`config.mk`:
```
export PLATFORM = sky130hd
export DESIGN_NAME = irq_tsc_top
export DESIGN_NICKNAME = d
export VERILOG_FILES = /design/src/irq_tsc_pkg.sv /design/src/irq_line_sync.sv /design/src/tsc_timer.sv /design/src/irqc.sv /design/src/msr_port.sv /design/src/irq_tsc_top.sv
export SDC_FILE = /design/constraint.sdc
export NUM_CORES = 1
export LEC_CHECK = 0
export BUFFER_PORTS_ARGS = -buffer_cell sky130_fd_sc_hd__buf_2
export CORE_UTILIZATION = 30
export DETAILED_ROUTE_END_ITERATION = 7
export PLACE_DENSITY = 0.57
export SYNTH_ARGS = -nofsm -noshare
export SYNTH_HDL_FRONTEND = slang
export SYNTH_SLANG_ARGS = --single-unit
```
`constraint.sdc`:
```
create_clock -name clk -period 2.3 [get_ports clk]
set_input_delay 0.69 -clock clk [delete_from_list [all_inputs] [get_ports clk]]
set_output_delay 0.69 -clock clk [all_outputs]
set_load 0.005 [all_outputs]
```
`src/irq_tsc_pkg.sv`:
```
`default_nettype none

package irq_tsc_pkg;

   localparam int DW = 32;                  // MSR data width

   typedef logic [DW-1:0] msr_data_t;

   // MSR map of the interrupt and timer block
   typedef enum logic [2:0] {
      MSR_PSR = 3'd0,
      MSR_IMR = 3'd1,
      MSR_IRR = 3'd2,
      MSR_TSR = 3'd3,
      MSR_TCR = 3'd4
   } msr_addr_e;

   localparam int TCR_CNT_W   = 28;         // Compare count in TCR[27:0]
   localparam int TCR_EN_BIT  = 28;         // Counter enable
   localparam int TCR_I_BIT   = 29;         // Interrupt enable
   localparam int TCR_P_BIT   = 30;         // Interrupt pending
   localparam int PSR_IRE_BIT = 0;          // Global interrupt enable

   typedef logic [TCR_CNT_W-1:0] tcr_cnt_t;

   typedef struct packed {
      logic      vld;
      msr_addr_e addr;
      msr_data_t data;
   } msr_wr_t;

   typedef struct packed {
      logic      vld;
      msr_addr_e addr;
   } msr_rd_t;

   typedef struct packed {
      logic      vld;
      msr_data_t data;
   } msr_rsp_t;

endpackage

`default_nettype wire

```
`src/irq_line_sync.sv`:
```
`timescale 1ns/1ps
`default_nettype none

module irq_line_sync #(
   parameter int NIRQ        = 32,
   parameter int SYNC_STAGES = 2
) (
   input  wire             clk,
   input  wire             rst_n,
   input  wire [NIRQ-1:0]  irqs,
   output logic [NIRQ-1:0] irqs_sync
);

   logic [SYNC_STAGES-1:0][NIRQ-1:0] sync_q;   // Stage 0 samples the pins

   if (SYNC_STAGES < 2) begin : g_bad_depth
      $error("irq_line_sync needs at least two stages");
   end

   always_ff @(posedge clk or negedge rst_n) begin
      if (!rst_n) begin
         sync_q <= '0;
      end else begin
         sync_q[0] <= irqs;
         for (int i = 1; i < SYNC_STAGES; i++) begin
            sync_q[i] <= sync_q[i-1];
         end
      end
   end

   assign irqs_sync = sync_q[SYNC_STAGES-1];   // Last stage is metastability free

endmodule

`default_nettype wire

```
`src/tsc_timer.sv`:
```
`timescale 1ns/1ps
`default_nettype none

module tsc_timer (
   input  wire                        clk,
   input  wire                        rst_n,
   input  wire                        tsr_we,
   input  wire                        tcr_we,
   input  wire irq_tsc_pkg::msr_data_t wr_data,
   output irq_tsc_pkg::msr_data_t     tsr,
   output irq_tsc_pkg::msr_data_t     tcr,
   output logic                       tsc_irq
);

   import irq_tsc_pkg::*;

   tcr_cnt_t  cnt_field;
   logic      count_en;
   logic      irq_en;
   logic      match;
   msr_data_t tsr_nxt;
   msr_data_t tcr_nxt;

   assign cnt_field = tcr[TCR_CNT_W-1:0];
   assign count_en  = tcr[TCR_EN_BIT];
   assign irq_en    = tcr[TCR_I_BIT];

   // Only the low count bits of TSR take part in the compare
   assign match = irq_en && (tsr[TCR_CNT_W-1:0] == cnt_field);

   always_comb begin
      tsr_nxt = tsr;
      if (tsr_we) begin
         tsr_nxt = wr_data;                   // Software load wins over counting
      end else if (count_en) begin
         tsr_nxt = tsr + 32'd1;
      end

      tcr_nxt = tcr_we ? wr_data : tcr;       // P is loaded too
      if (match) begin
         tcr_nxt[TCR_P_BIT] = 1'b1;           // Compare beats the write
      end
   end

   always_ff @(posedge clk or negedge rst_n) begin
      if (!rst_n) begin
         tsr <= '0;
         tcr <= '0;
      end else begin
         tsr <= tsr_nxt;
         tcr <= tcr_nxt;
      end
   end

   assign tsc_irq = tcr[TCR_P_BIT];

   // P can only come up through a compare hit, and that needs I
   a_no_pend_without_ie : assert property (
      @(posedge clk) disable iff (!rst_n)
      (!tcr[TCR_P_BIT] && !tcr[TCR_I_BIT] && !tcr_we) |=> !tcr[TCR_P_BIT]
   ) else $error("TCR.P rose while TCR.I was clear");

endmodule

`default_nettype wire

```
`src/irqc.sv`:
```
`timescale 1ns/1ps
`default_nettype none

module irqc #(
   parameter int NIRQ           = 32,
   parameter int IRQ_LINENO_TSC = 0
) (
   input  wire                        clk,
   input  wire                        rst_n,
   input  wire [NIRQ-1:0]             irqs_sync,
   input  wire                        tsc_irq,
   input  wire                        ire,
   input  wire                        imr_we,
   input  wire irq_tsc_pkg::msr_data_t wr_data,
   output irq_tsc_pkg::msr_data_t     imr,
   output irq_tsc_pkg::msr_data_t     irr,
   output logic                       irq_req
);

   import irq_tsc_pkg::*;

   logic [NIRQ-1:0] lines;                   // External lines plus TSC
   logic [NIRQ-1:0] pend;

   if (NIRQ > DW || IRQ_LINENO_TSC >= NIRQ) begin : g_bad_cfg
      $error("irqc line configuration out of range");
   end

   always_comb begin
      lines = irqs_sync;
      lines[IRQ_LINENO_TSC] = irqs_sync[IRQ_LINENO_TSC] | tsc_irq;
   end

   assign pend = lines & ~imr[NIRQ-1:0];
   assign irr  = msr_data_t'(pend);          // Upper lines read as zero

   always_ff @(posedge clk or negedge rst_n) begin
      if (!rst_n) begin
         imr     <= '1;                      // Everything masked out of reset
         irq_req <= 1'b0;
      end else begin
         if (imr_we) begin
            imr <= wr_data;
         end
         irq_req <= ire & (|irr);
      end
   end

   // Gate from PSR.IRE must hold a full cycle ahead of the request
   a_req_needs_ire : assert property (
      @(posedge clk) disable iff (!rst_n)
      !ire |=> !irq_req
   ) else $error("irq_req high one cycle after ire was low");

endmodule

`default_nettype wire

```
`src/msr_port.sv`:
```
`timescale 1ns/1ps
`default_nettype none

module msr_port (
   input  wire                         clk,
   input  wire                         rst_n,
   input  wire irq_tsc_pkg::msr_wr_t   msr_wr,
   input  wire irq_tsc_pkg::msr_rd_t   msr_rd,
   output irq_tsc_pkg::msr_rsp_t       msr_rsp,
   input  wire irq_tsc_pkg::msr_data_t tsr,
   input  wire irq_tsc_pkg::msr_data_t tcr,
   input  wire irq_tsc_pkg::msr_data_t imr,
   input  wire irq_tsc_pkg::msr_data_t irr,
   output logic                        tsr_we,
   output logic                        tcr_we,
   output logic                        imr_we,
   output irq_tsc_pkg::msr_data_t      wr_data,
   output logic                        ire
);

   import irq_tsc_pkg::*;

   logic      psr_we;
   msr_data_t psr_val;
   msr_data_t rd_data;

   // One write strobe per register owner
   assign psr_we  = msr_wr.vld && (msr_wr.addr == MSR_PSR);
   assign imr_we  = msr_wr.vld && (msr_wr.addr == MSR_IMR);
   assign tsr_we  = msr_wr.vld && (msr_wr.addr == MSR_TSR);
   assign tcr_we  = msr_wr.vld && (msr_wr.addr == MSR_TCR);
   assign wr_data = msr_wr.data;

   always_ff @(posedge clk or negedge rst_n) begin
      if (!rst_n) begin
         ire <= 1'b0;
      end else if (psr_we) begin
         ire <= msr_wr.data[PSR_IRE_BIT];    // Other PSR bits not implemented
      end
   end

   always_comb begin
      psr_val = '0;
      psr_val[PSR_IRE_BIT] = ire;
   end

   // Read mux sees the pre-write values of the request cycle
   always_comb begin
      case (msr_rd.addr)
         MSR_PSR: rd_data = psr_val;
         MSR_IMR: rd_data = imr;
         MSR_IRR: rd_data = irr;
         MSR_TSR: rd_data = tsr;
         MSR_TCR: rd_data = tcr;
         default: rd_data = '0;              // Unmapped codes
      endcase
   end

   always_ff @(posedge clk or negedge rst_n) begin
      if (!rst_n) begin
         msr_rsp <= '0;
      end else begin
         msr_rsp.vld <= msr_rd.vld;
         if (msr_rd.vld) begin
            msr_rsp.data <= rd_data;
         end
      end
   end

   a_one_wr_strobe : assert property (
      @(posedge clk) disable iff (!rst_n)
      $onehot0({psr_we, imr_we, tsr_we, tcr_we})
   ) else $error("More than one MSR write strobe active");

endmodule

`default_nettype wire

```
`src/irq_tsc_top.sv`:
```
`timescale 1ns/1ps
`default_nettype none

module irq_tsc_top #(
   parameter int NIRQ           = 32,
   parameter int IRQ_LINENO_TSC = 0,       // Line shared with the TSC interrupt
   parameter int SYNC_STAGES    = 2
) (
   input  wire                       clk,
   input  wire                       rst_n,
   input  wire [NIRQ-1:0]            irqs,
   input  wire irq_tsc_pkg::msr_wr_t msr_wr,
   input  wire irq_tsc_pkg::msr_rd_t msr_rd,
   output irq_tsc_pkg::msr_rsp_t     msr_rsp,
   output logic                      irq_req
);

   import irq_tsc_pkg::*;

   logic [NIRQ-1:0] irqs_sync;
   logic            tsc_irq;
   logic            ire;
   logic            tsr_we;
   logic            tcr_we;
   logic            imr_we;
   msr_data_t       wr_data;
   msr_data_t       tsr;
   msr_data_t       tcr;
   msr_data_t       imr;
   msr_data_t       irr;

   irq_line_sync #(
      .NIRQ        (NIRQ),
      .SYNC_STAGES (SYNC_STAGES)
   ) u_line_sync (
      .clk       (clk),
      .rst_n     (rst_n),
      .irqs      (irqs),
      .irqs_sync (irqs_sync)
   );

   tsc_timer u_tsc (
      .clk     (clk),
      .rst_n   (rst_n),
      .tsr_we  (tsr_we),
      .tcr_we  (tcr_we),
      .wr_data (wr_data),
      .tsr     (tsr),
      .tcr     (tcr),
      .tsc_irq (tsc_irq)
   );

   irqc #(
      .NIRQ           (NIRQ),
      .IRQ_LINENO_TSC (IRQ_LINENO_TSC)
   ) u_irqc (
      .clk       (clk),
      .rst_n     (rst_n),
      .irqs_sync (irqs_sync),
      .tsc_irq   (tsc_irq),
      .ire       (ire),
      .imr_we    (imr_we),
      .wr_data   (wr_data),
      .imr       (imr),
      .irr       (irr),
      .irq_req   (irq_req)
   );

   msr_port u_msr (
      .clk     (clk),
      .rst_n   (rst_n),
      .msr_wr  (msr_wr),
      .msr_rd  (msr_rd),
      .msr_rsp (msr_rsp),
      .tsr     (tsr),
      .tcr     (tcr),
      .imr     (imr),
      .irr     (irr),
      .tsr_we  (tsr_we),
      .tcr_we  (tcr_we),
      .imr_we  (imr_we),
      .wr_data (wr_data),
      .ire     (ire)
   );

endmodule

`default_nettype wire

```
==> results.md <==
* Status: completed
* Starting Density at just over 30%
* Net count, final at 885
* WP data required at 2.63 ns
* Die width at between 150 and 200 um
* Antenna diode count at 0
* Clock Path Buffers at 2
* Hold_buf cts at 0
* Yosys reg bits at around 200
* Yosys warns at 0
* Worst Path Max Fanout at 8
* Maximum vdd drop at 0.5264 mV
* Share of cells above drive strength 1 at a little over a third
* GP Congestion at 0.8729
* Final-report hold violation count at 0
* Most frequent cells in the layout: dfrtp_1 (163), buf_2 (106), mux2_2 (64)
* Vias per cell at 4.884
* Avg Cell Area, Syn at around 12 um2
* Syn_nets at about 770
* Most area-hungry cell type in the Yosys netlist: dfrtp_1
* Arrival @ worst endpoint at about 2.3 ns
* Post-DP HPWL at 16.71 mm
* CTS clk-pin slew, worst paths at ~0.080 ns
* Footprint of the multi-input gates at between 3000 and 4000 um2
* Vias at slightly below 6000
* Post-Place Setup Slack at ~0.16 ns
* Area of the core at ~27000 um2
* Num CTS Buffers at 17
* Final period util at 85.97%
* First-iteration detailed-routing DRC count at 460
* Sink Count at 195
* Slew Viols, Final at 0
* Pin count of the biggest net entering global routing at between 40 and 50
* LEAKAGE at approximately 4.3 nW
* Post-synthesis async set-or-reset flop share at between 90% and 100%
* Max Cap Violations at 0
* Root buffer cell: clkbuf_16
* Setup TNS at 0 ns
* Ranking of synthesized cells by area: dfrtp_1 (49%), dfstp_2 (10%), mux2_2 (8.6%), xor2_1 (3.4%), a221oi_1 (3.3%)
* I/O pin total at approximately 110
* Commonest non-fill, non-tap cell in the layout: dfrtp_1
* Post-Syn Area at ~8400 um2
* Drt drc at 0
* Fmax achieved at 505.7 MHz
* Worst hold-check path type: input port to async pin
* Fill cells at around 2700
* Prevailing post-synth register cell: dfrtp_1
* Die height at about 170 um
* Initial antenna violation count at 1
* Number of placement rows at 60
* Clk_lat worst skew at ~0.45 ns
* Critical path class: flop to flop
* Critical path capture point type: flop
* Die footprint at roughly 29000 um2
* Antenna-violating nets left at 0
* Routed WL at about 24 mm
* Final WS setup at roughly 0.32 ns
* Avg WL per Cell at around 20 um
* Port Buffers at around 110
* Postcts setup bufs at 0
* Pwr/cell area at 909.9 nW/um2
* FF/Latch Area at 4920 um2
* P&R area growth vs syn at 21.24%
* Share of the synthesized area in the top cell type at about half
* Yosys cell types at 48
* Slew headroom at a little over three fifths
* CTS H-tree lvls at 4
* CTS tree: built
* Final setup violation count at 0
* GRT Residual Overflow at 0
* Unrepaired setup endpoints after global routing: false
* Post-CTS Resized at 0
* Tightest Pin Transition at roughly 0.55 ns
* Post-synth EDFFs at 0
* Post-synthesis sequential area ratio at around three fifths
* Crit path launch type: flop
* Synthesized netlist cell count at a little under 700
* Pre-Repair DR Iteration Count at 5
* First-pass GRT wire length at about 37 mm
* GRT Overall Usage at 17.40%
* Final min period at just under 2 ns
* Vias in the first global route at 5965
* Worst Skew at between 0.01 and 0.015 ns
worst max-delay path, stage by stage (launching register included):
cell	delay, ns
dfrtp_1	0.44
nand4_1	0.24
or4_4	0.63
nor4_2	0.31
xnor2_1	0.19
o21ai_2	0.07
stage by stage:
stage               total power, mW  instance area [um2]  util, %  hold WS (ns)  cells
CTS                           9.371                10180    37.48        0.2076   1195
detailed placement            6.322                 9588    35.28        0.3347   1163
floorplan                     5.567                 8401        -        0.3312    694
global route                  9.762                10180    37.48        0.2068   1195
global placement              6.291                 9588    35.28        0.3313   1163
finish                        9.267                10180    37.48        0.1990   1195
layout make-up:
cell class	count	share of cell area, %
multi-input cells	418	30.75
well taps	372	4.570
flip-flops and latches	195	48.30
repair buffers	143	9.226
clock buffers	19	4.447
inverters	35	1.290
clock inverters	13	1.413
metal layers:
| metal | share of wire, % | track usage, % | routed length [um] |
|---|---|---|---|
| met4 | 1.2 | 4.152 | 275 |
| met5 | 0.072 | 0 | 17 |
| met2 | 46 | 26.46 | 10760 |
| met1 | 48 | 24.96 | 11400 |
| met3 | 4.6 | 3.988 | 1083 |
report_power, final:
group          leakage (nW)  total, mW  switching, mW  internal (mW)
clock                 0.289       3.01           1.42           1.59
sequential             2.32       4.58          0.530           4.05
combinational          1.66       1.68          0.849          0.828
registers in the layout, indices dropped and copies added (netlist names):
| name | cells |
|---|---|
| u_msr.msr_rsp | 33 |
| u_irqc.imr | 32 |
| u_line_sync.irqs_sync | 32 |
| u_line_sync.sync_q | 32 |
| u_tsc.tcr | 32 |
| u_tsc.tsr | 32 |
| u_irqc.irq_req | 1 |
| u_msr.ire | 1 |
cell usage after synthesis (all sizes together), types with 5 or more instances:
cell type and count:
mux2 64, nor2b 33, inv 35, o21ai 32
dfrtp 163, xnor2 23, dfstp 32, nand2 49
and3 5, nor3 7, nor4 13, nor2 15
o22ai 32, nand3 9, buf 8, nand4 17
clkbuf 36, xor2 33, a22o 31, a221oi 32
path summary, 6_finish.rpt:
check                                                       from                                   to  slack [ns]  depth (start not counted)
worst max-delay path                    u_tsc.tsr[1]$_DFFE_PN0P_            u_tsc.tsr[29]$_DFFE_PN0P_        0.32                          5
worst min-delay path                                       rst_n      u_line_sync.sync_q[9]$_DFF_PN0_        0.20                          1
worst max register to register          u_tsc.tsr[1]$_DFFE_PN0P_            u_tsc.tsr[29]$_DFFE_PN0P_        0.32                          5
worst min register to register  u_line_sync.sync_q[14]$_DFF_PN0_  u_line_sync.irqs_sync[14]$_DFF_PN0_        0.35                          0
max in group asynchronous                                  rst_n            u_irqc.imr[2]$_DFFE_PN1P_        1.38                          2
min in group clk                                         irqs[5]      u_line_sync.sync_q[5]$_DFF_PN0_        0.34                          1
cell families (layout without fill, tap and decap cells):
kind of cell	after synthesis	after routing	synth area share (%)
DFF	195	195	58.56
and+or+nand+nor	161	161	10.56
AOI/OAI and AO/OA	133	133	11.57
buffers and inverters	81	210	4.379
muxes	67	67	8.937
xor gates and xnor gates	56	56	5.839
adders and majority gates	1	1	0.1489
Power figures use the tool's default switching activity.
